$ cat config.mk
export PLATFORM = sky130hd
export DESIGN_NAME = job_sched_top
export DESIGN_NICKNAME = d
export VERILOG_FILES = /design/src/job_pkg.sv /design/src/sched_pkg.sv /design/src/job_sched_top.sv /design/src/job_timer.sv /design/src/prio_queue.sv /design/src/sched_fsm.sv
export SDC_FILE = /design/constraint.sdc
export NUM_CORES = 1
export LEC_CHECK = 0
export ABC_CLOCK_PERIOD_IN_PS = 5620
export BUFFER_PORTS_ARGS = -buffer_cell sky130_fd_sc_hd__buf_4
export CAP_MARGIN = 20
export CORE_ASPECT_RATIO = 0.7
export CORE_MARGIN = 5
export CORE_UTILIZATION = 55
export CTS_CLUSTER_SIZE = 24
export DETAILED_ROUTE_END_ITERATION = 7
export PLACE_DENSITY = 0.77
export SETUP_SLACK_MARGIN = 0.5
export SKIP_CTS_REPAIR_TIMING = 1
export SLEW_MARGIN = 20
export SYNTH_ARGS = -nofsm -noshare
export SYNTH_HDL_FRONTEND = slang
export SYNTH_SLANG_ARGS = --single-unit
$ cat constraint.sdc
create_clock -name clk -period 5.62 [get_ports clk]
set_clock_uncertainty 0.05 [all_clocks]
set_input_delay 0.562 -clock clk [delete_from_list [all_inputs] [get_ports clk]]
set_output_delay 0.562 -clock clk [all_outputs]
set_load 0.05 [all_outputs]
$ cat src/job_pkg.sv
`default_nettype none

// Job descriptor shared by the queue, the FSM and the top level
package job_pkg;

    parameter int ID_W   = 4;  // Job identifier
    parameter int PRIO_W = 3;  // Priority value
    parameter int LEN_W  = 4;  // Run length in cycles, 0 still runs one cycle

    // One queue entry, id in the top bits
    typedef struct packed {
        logic [ID_W-1:0]   id;    // Reported on done
        logic [PRIO_W-1:0] prio;  // Sort key
        logic [LEN_W-1:0]  len;   // Loaded into the timer
    } job_t;

    // 11 bits in all
    parameter int JOB_W = ID_W + PRIO_W + LEN_W;

endpackage

`default_nettype wire

$ cat src/sched_pkg.sv
`default_nettype none

// Scheduler control states and external status
package sched_pkg;

    // FSM states, one pass per job
    typedef enum logic [1:0] {
        S_IDLE = 2'd0,  // Slot free, waiting for enable and a job
        S_POP  = 2'd1,  // Pop strobe to the queue
        S_LOAD = 2'd2,  // Head valid, load timer
        S_RUN  = 2'd3   // Slot busy until timer expiry
    } sched_state_e;

    // Status levels seen by the outside
    typedef struct packed {
        logic busy;   // Job in flight
        logic full;   // Pushes dropped while high
        logic empty;  // No job waiting
    } sched_status_t;

endpackage

`default_nettype wire

$ cat src/job_sched_top.sv
`timescale 1ns/1ps
`default_nettype none

module job_sched_top #(
    parameter int DEPTH_LOG2      = 3,    // 8 queue entries
    parameter bit HIGH_PRIO_FIRST = 1'b1
) (
    input  wire                       clk,
    input  wire                       rst_n,
    input  wire                       i_push,
    input  wire job_pkg::job_t        i_job,
    input  wire                       i_enable,
    output logic                      o_done,
    output logic [job_pkg::ID_W-1:0]  o_done_id,
    output sched_pkg::sched_status_t  o_status,
    output logic [DEPTH_LOG2:0]       o_count
);

    job_pkg::job_t             q_head;
    logic                      q_full;
    logic                      q_empty;
    logic                      fsm_pop;
    logic                      fsm_load;
    logic [job_pkg::LEN_W-1:0] fsm_len;
    logic                      fsm_busy;
    logic                      tmr_expire;

    prio_queue #(
        .DEPTH_LOG2      (DEPTH_LOG2),
        .HIGH_PRIO_FIRST (HIGH_PRIO_FIRST)
    ) u_prio_queue (
        .clk     (clk),
        .rst_n   (rst_n),
        .i_push  (i_push),
        .i_job   (i_job),
        .i_pop   (fsm_pop),
        .o_head  (q_head),
        .o_full  (q_full),
        .o_empty (q_empty),
        .o_count (o_count)
    );

    sched_fsm u_sched_fsm (
        .clk       (clk),
        .rst_n     (rst_n),
        .i_enable  (i_enable),
        .i_empty   (q_empty),
        .i_head    (q_head),
        .i_expire  (tmr_expire),
        .o_pop     (fsm_pop),
        .o_load    (fsm_load),
        .o_len     (fsm_len),
        .o_busy    (fsm_busy),
        .o_done    (o_done),
        .o_done_id (o_done_id)
    );

    job_timer u_job_timer (
        .clk      (clk),
        .rst_n    (rst_n),
        .i_load   (fsm_load),
        .i_len    (fsm_len),
        .o_expire (tmr_expire)
    );

    // Status levels straight from the blocks
    assign o_status = '{busy: fsm_busy, full: q_full, empty: q_empty};

endmodule

`default_nettype wire

$ cat src/job_timer.sv
`timescale 1ns/1ps
`default_nettype none

module job_timer (
    input  wire                       clk,
    input  wire                       rst_n,
    input  wire                       i_load,  // Arms or restarts the count
    input  wire [job_pkg::LEN_W-1:0]  i_len,
    output logic                      o_expire  // One cycle, L+1 cycles after load
);

    logic [job_pkg::LEN_W-1:0] remain;  // Cycles left before expiry
    logic                      active;

    // Fires in the cycle where the count has run out
    assign o_expire = active && (remain == '0);

    always_ff @(posedge clk or negedge rst_n) begin
        if (!rst_n) begin
            remain <= '0;
            active <= 1'b0;
        end else if (i_load) begin
            remain <= i_len;  // Reload wins over expiry
            active <= 1'b1;
        end else if (o_expire) begin
            active <= 1'b0;
        end else if (active) begin
            remain <= remain - 1'b1;
        end
    end

    // An expiry straight out of idle needs a load one edge back
    a_expire_loaded: assert property (@(posedge clk) disable iff (!rst_n)
        o_expire && !$past(active) |-> $past(i_load));

endmodule

`default_nettype wire

$ cat src/prio_queue.sv
`timescale 1ns/1ps
`default_nettype none

module prio_queue #(
    parameter int DEPTH_LOG2      = 3,    // 2**DEPTH_LOG2 entries
    parameter bit HIGH_PRIO_FIRST = 1'b1  // 0 means lower prio value wins
) (
    input  wire                  clk,
    input  wire                  rst_n,
    input  wire                  i_push,   // Strobe with i_job
    input  wire job_pkg::job_t   i_job,
    input  wire                  i_pop,    // Strobe, head loads on this edge
    output job_pkg::job_t        o_head,   // Last popped entry
    output logic                 o_full,
    output logic                 o_empty,
    output logic [DEPTH_LOG2:0]  o_count
);

    localparam int DEPTH = 1 << DEPTH_LOG2;

    typedef logic [DEPTH_LOG2:0] cnt_t;

    // Sorted storage, winner at index 0
    job_pkg::job_t q_mem  [DEPTH];
    job_pkg::job_t q_base [DEPTH];  // After optional pop shift
    job_pkg::job_t q_next [DEPTH];  // After optional insert

    cnt_t count;
    cnt_t base_n;   // Entries left after the pop
    cnt_t ins_idx;  // Slot for the new entry
    logic push_ok;
    logic pop_ok;

    assign o_full  = (count == cnt_t'(DEPTH));
    assign o_empty = (count == '0);
    assign o_count = count;

    // Full blocks a push even when a pop frees a slot this cycle
    assign push_ok = i_push && !o_full;
    assign pop_ok  = i_pop && !o_empty;

    // Strict compare, so equal prio lands behind older entries
    function automatic logic beats(input job_pkg::job_t a, input job_pkg::job_t b);
        if (HIGH_PRIO_FIRST) begin
            return a.prio > b.prio;
        end
        return a.prio < b.prio;
    endfunction

    // Pop first: remaining entries move up one slot
    always_comb begin
        for (int i = 0; i < DEPTH - 1; i++) begin
            q_base[i] = pop_ok ? q_mem[i+1] : q_mem[i];
        end
        q_base[DEPTH-1] = pop_ok ? '0 : q_mem[DEPTH-1];
        base_n = count - cnt_t'(pop_ok);
    end

    // Insert point among the remaining set
    always_comb begin
        ins_idx = base_n;  // Default is behind everything
        // Downward scan leaves the first winning slot
        for (int i = DEPTH - 1; i >= 0; i--) begin
            if (cnt_t'(i) < base_n && beats(i_job, q_base[i])) begin
                ins_idx = cnt_t'(i);
            end
        end
    end

    // Open a gap at ins_idx, shift the tail down
    always_comb begin
        q_next[0] = (push_ok && ins_idx == '0) ? i_job : q_base[0];
        for (int i = 1; i < DEPTH; i++) begin
            if (!push_ok || cnt_t'(i) < ins_idx) begin
                q_next[i] = q_base[i];
            end else if (cnt_t'(i) == ins_idx) begin
                q_next[i] = i_job;
            end else begin
                q_next[i] = q_base[i-1];
            end
        end
    end

    always_ff @(posedge clk or negedge rst_n) begin
        if (!rst_n) begin
            count  <= '0;
            o_head <= '0;
            for (int i = 0; i < DEPTH; i++) begin
                q_mem[i] <= '0;  // Storage cleared too
            end
        end else begin
            if (push_ok || pop_ok) begin
                for (int i = 0; i < DEPTH; i++) begin
                    q_mem[i] <= q_next[i];
                end
            end
            if (pop_ok) begin
                o_head <= q_mem[0];  // Held until the next pop
            end
            count <= base_n + cnt_t'(push_ok);  // Push and pop together keep count
        end
    end

    // Occupancy bound
    a_count_max: assert property (@(posedge clk) disable iff (!rst_n)
        count <= cnt_t'(DEPTH));

    a_flags_excl: assert property (@(posedge clk) disable iff (!rst_n)
        !(o_full && o_empty));

    // FSM is expected to check empty before popping
    a_no_pop_empty: assert property (@(posedge clk) disable iff (!rst_n)
        i_pop |-> !o_empty);

endmodule

`default_nettype wire

$ cat src/sched_fsm.sv
`timescale 1ns/1ps
`default_nettype none

module sched_fsm (
    input  wire                       clk,
    input  wire                       rst_n,
    input  wire                       i_enable,  // Level, gates new starts only
    input  wire                       i_empty,
    input  wire job_pkg::job_t        i_head,    // Valid from S_LOAD on
    input  wire                       i_expire,
    output logic                      o_pop,
    output logic                      o_load,
    output logic [job_pkg::LEN_W-1:0] o_len,
    output logic                      o_busy,
    output logic                      o_done,
    output logic [job_pkg::ID_W-1:0]  o_done_id
);

    sched_pkg::sched_state_e state;
    sched_pkg::sched_state_e state_nxt;

    always_comb begin
        state_nxt = state;
        case (state)
            sched_pkg::S_IDLE: begin
                if (i_enable && !i_empty) begin
                    state_nxt = sched_pkg::S_POP;
                end
            end
            sched_pkg::S_POP:  state_nxt = sched_pkg::S_LOAD;
            sched_pkg::S_LOAD: state_nxt = sched_pkg::S_RUN;
            sched_pkg::S_RUN: begin
                // Running job finishes even with enable low
                if (i_expire) begin
                    state_nxt = sched_pkg::S_IDLE;
                end
            end
            default: state_nxt = sched_pkg::S_IDLE;
        endcase
    end

    always_ff @(posedge clk or negedge rst_n) begin
        if (!rst_n) begin
            state <= sched_pkg::S_IDLE;
        end else begin
            state <= state_nxt;
        end
    end

    // Strobes decoded from state
    assign o_pop  = (state == sched_pkg::S_POP);
    assign o_load = (state == sched_pkg::S_LOAD);
    assign o_len  = i_head.len;  // Head just registered by the pop
    assign o_busy = (state != sched_pkg::S_IDLE);

    // Done in the expiry cycle itself
    assign o_done    = (state == sched_pkg::S_RUN) && i_expire;
    assign o_done_id = i_head.id;  // Head stable until the next pop

    // Pop only follows an idle cycle that saw a waiting job
    a_pop_from_idle: assert property (@(posedge clk) disable iff (!rst_n)
        o_pop |-> $past(state == sched_pkg::S_IDLE && i_enable && !i_empty));

    // Done ends a run and hands the slot back
    a_done_run: assert property (@(posedge clk) disable iff (!rst_n)
        o_done |-> (state == sched_pkg::S_RUN) ##1 (state == sched_pkg::S_IDLE));

endmodule

`default_nettype wire

==> impl_metrics.csv <==
group,metric,value,unit
worst_setup_path,slowest_stage,"or4b_1",
sta,setup_tns,0,ns
logic_synthesis,syn-instance-count,796,
worst_setup_path,start_kind,"flip-flop",
placement,hpwlAfterDp,13.5,mm
worst_setup_path,cp_cell_sequence,"nor3_2 -> nand2_1 -> nand2_8 -> inv_4 -> buf_4 -> nand2_1 -> nand2_1 -> inv_1 -> ha_1 -> o21a_1 -> o21ai_1 -> maj3_1 -> a22oi_2 -> or4b_1 -> o21ai_4 -> buf_12 -> o221ai_1",
run,max_cap_viol_count,0,
worst_setup_path,critical-path-max-stage-delay,0.78,ns
cells_and_area,drive_gt1_share,16.4,%
global_routing,grt_usage,25.0,%
worst_setup_path,end_kind,"flip-flop",
logic_synthesis,synth_top_flop_cell,"dfrtp_1",
cells_and_area,areaGrowthSynthToFinish,10.3,%
clock_tree,cts_tree,"built",
worst_setup_path,worstSetupPathType,"reg -> reg",
clock_tree,clk_pin_slew_worst_paths,0.08,ns
run_status,status,"finished, final reports clean",
route,routed_wl,18.8,mm
route,drcViolationCount,0,
route,wl_per_cell,19.4,um
logic_synthesis,yosysWarnings,0,
global_routing,grt_start_max_net_pins,70,
global_routing,use_met3,4.93,%
placement,port_buffers,26,
floorplanning,die_y,105,um
pwr,pwr_density_cell,636,nW/um^2
global_routing,grtUsageMet2,37.0,%
placement,gp_congestion,0.898,
sta,timing.final.crit_share,85.0,%
floorplanning,io_pins,27,
logic_synthesis,netlist_area,7120,um^2
floorplanning,core,12500,um^2
worst_setup_path,worst_ep_required_time,5.79,ns
route,avgViaCountPerCell,6.20,
worst_setup_path,path_common_cell,"nand2_1",
global_routing,grt-ovfl-total,0,
logic_synthesis,syn_nets,846,
pwr,p_leak,0.00371,uW
pwr,ir_drop,0.269,mV
global_routing,grt_pass1_vias,5984,
sta,worst_slew_pin_slew,0.744,ns
sta,min_period,4.78,ns
sta,maxSlewViolCount,0,
cells_and_area,nFillCells,1044,
worst_setup_path,timing.critical_path.arrival,4.95,ns
global_routing,grt_pass1_wl,31.6,mm
sta,layout_setup_ws,0.844,ns
global_routing,grt.busiest_layer,"met1",
placement,dp_slack,0.420,ns
global_routing,antenna_found_initial,0,
logic_synthesis,yosys_register_bits,107,
route,ant_nets,0,
logic_synthesis,synth_edf_count,0,
worst_setup_path,path_max_fanout,27,
clock_tree,cts.sinks,107,
cells_and_area,diodes,0,
logic_synthesis,synth-async-reset-ratio,100,%
worst_hold_path,hp-class,"in -> async",
floorplanning,dieWidth,146,um
clock_tree,clkLatencyLatePin,0.36,ns
global_routing,met1_usage,37.9,%
route,drt_first_pass_iters,5,
cells_and_area,fin_nets,855,
logic_synthesis,avgSynthCellArea,8.95,um^2
clock_tree,h-tree-depth,3,
clock_tree,clk_path_buf_depth,2,
clock_tree,cts-root-buf,"clkbuf_16",
floorplanning,rows,34,
floorplanning,die_area,15400,um^2
route,drtIter0Drc,596,
clock_tree,cts_buffers,9,
sta,maxSlewHeadroom,50.4,%
sta,rsz0062_at_grt,"false",
placement,place_area,7460,um^2
logic_synthesis,seq_area_frac_synth,37.6,%
logic_synthesis,ys_types,66,
sta,hold_violations,0,
sta,clock.fmax,209,MHz
cells_and_area,design_area,7860,um^2
route,vias,6022,
floorplanning,initial_core_util,56.8,%
sta,setup_violations,0,
==> stage by stage <==
step | util [%] | total power [uW] | hold WS [ns] | cells
final | 62.6 | 4990 | 0.193 | 972
after global routing | 62.6 | 5370 | 0.244 | 972
after CTS | 61.9 | 4880 | 0.226 | 970
after detailed placement | 59.4 | 4190 | 0.415 | 954
after global placement | 59.4 | 4100 | 0.398 | 954
after floorplan | - | 3490 | 0.216 | 796
==> layout by cell type (no fill, tap or decap), drive strengths merged, types with 3 or more instances in the layout <==
master / count
nand2: 184
dfrtp: 107
mux2i: 85
o21ai: 55
inv: 51
buf: 44
ha: 35
a21oi: 34
nor2: 33
mux2: 23
nand4: 16
o221ai: 13
nand3: 10
a211oi: 10
clkbuf: 10
nor3: 9
o221a: 7
xnor2: 6
o31ai: 6
o22ai: 5
a22oi: 5
and2: 5
nor2b: 4
o21a: 4
a2bb2oi: 4
a311oi: 4
or2: 3
a31oi: 3
nand2b: 3
nor3b: 3
clkinv: 3
==> cells by family (layout without fill, tap and decap cells) <==
group | count (synthesis) | after routing | share of synthesized area (%)
AO/OA/AOI/OAI | 163 | 163 | 16.4
XOR/XNOR | 7 | 7 | 0.861
adder cells (fa/ha/maj) | 36 | 36 | 6.29
buffers and inverters | 95 | 109 | 5.64
flip-flops | 107 | 107 | 37.6
multiplexers | 108 | 108 | 15.6
AND/OR/NAND/NOR | 280 | 280 | 17.6
==> critical path: cells and delay by family (launching register included) <==
family	cells	cell delay, ns
fa+ha+maj	2	0.59
simple gates	6	1.51
compound gates	5	1.09
flops	1	0.57
buf+inv	4	0.82
==> state kept, by name (all words and copies together), names as in the netlist <==
register              cells
u_job_timer.active        1
u_job_timer.remain        4
u_prio_queue.o_count      4
u_prio_queue.o_head       8
u_prio_queue.q_mem       88
u_sched_fsm.state         2
==> per-layer routing <==
layer  vias to the layer above  part of all wire [%]  wire length (um)
li1                       2830                     -                 -
met1                      2943                    49              9170
met2                       224                    43              8090
met3                        25                   7.2              1350
met4                         0                   1.0               196
met5                         -                     0                 0
==> where the power goes <==
part / internal, uW / total (uW) / switching, uW
sequential: 1110 / 1340 / 227
combinational: 1190 / 2990 / 1800
clock: 362 / 663 / 301
total: 2670 / 4990 / 2330
==> path summary, 6_finish.rpt <==
kind	cells past startpoint	slack (ns)	from	to
setup reg to reg	17	0.84	u_prio_queue.o_count[2]	u_prio_queue.q_mem[10]
setup / recovery	17	0.84	u_prio_queue.o_count[2]	u_prio_queue.q_mem[10]
hold / removal	1	0.19	rst_n	u_job_timer.remain[0]
hold reg to reg	2	0.42	u_prio_queue.o_head[9]	u_prio_queue.o_head[9]
max in group asynchronous	2	4.10	rst_n	u_prio_queue.q_mem[30]
min in group clk	2	0.42	u_prio_queue.o_head[9]	u_prio_queue.o_head[9]
==> cell type report <==
type | count | area (um^2) | area share, %
multi-input combinational | 594 | 4120 | 52.4
clock buffer | 10 | 239 | 3.04
sequential | 107 | 2680 | 34.1
timing repair buffer | 44 | 363 | 4.62
clock inverter | 6 | 70.1 | 0.892
tap | 162 | 203 | 2.58
inverter | 49 | 186 | 2.37
==> cells in the mapped netlist, types with 5 or more instances <==
library cell | number | area share, %
mux2_2 | 23 | 3.6
o221ai_2 | 10 | 2.1
inv_1 | 46 | 2.4
buf_2 | 6 | 0.42
o21ai_0 | 46 | 3.2
a22oi_1 | 5 | 0.53
and2_1 | 5 | 0.44
a21oi_1 | 34 | 2.4
nor3_1 | 7 | 0.49
nand3_1 | 10 | 0.70
buf_1 | 6 | 0.32
dfrtp_1 | 107 | 38
nor2_1 | 32 | 1.7
o22ai_1 | 5 | 0.44
nand2_1 | 183 | 9.6
o21ai_1 | 8 | 0.56
a211oi_1 | 10 | 1.1
mux2i_1 | 85 | 12
nand4_1 | 16 | 1.4
o31ai_1 | 5 | 0.53
o221a_2 | 7 | 1.1
clkbuf_1 | 27 | 1.4
ha_1 | 35 | 6.1
xnor2_1 | 6 | 0.74
(Power assumes the default switching activity.)
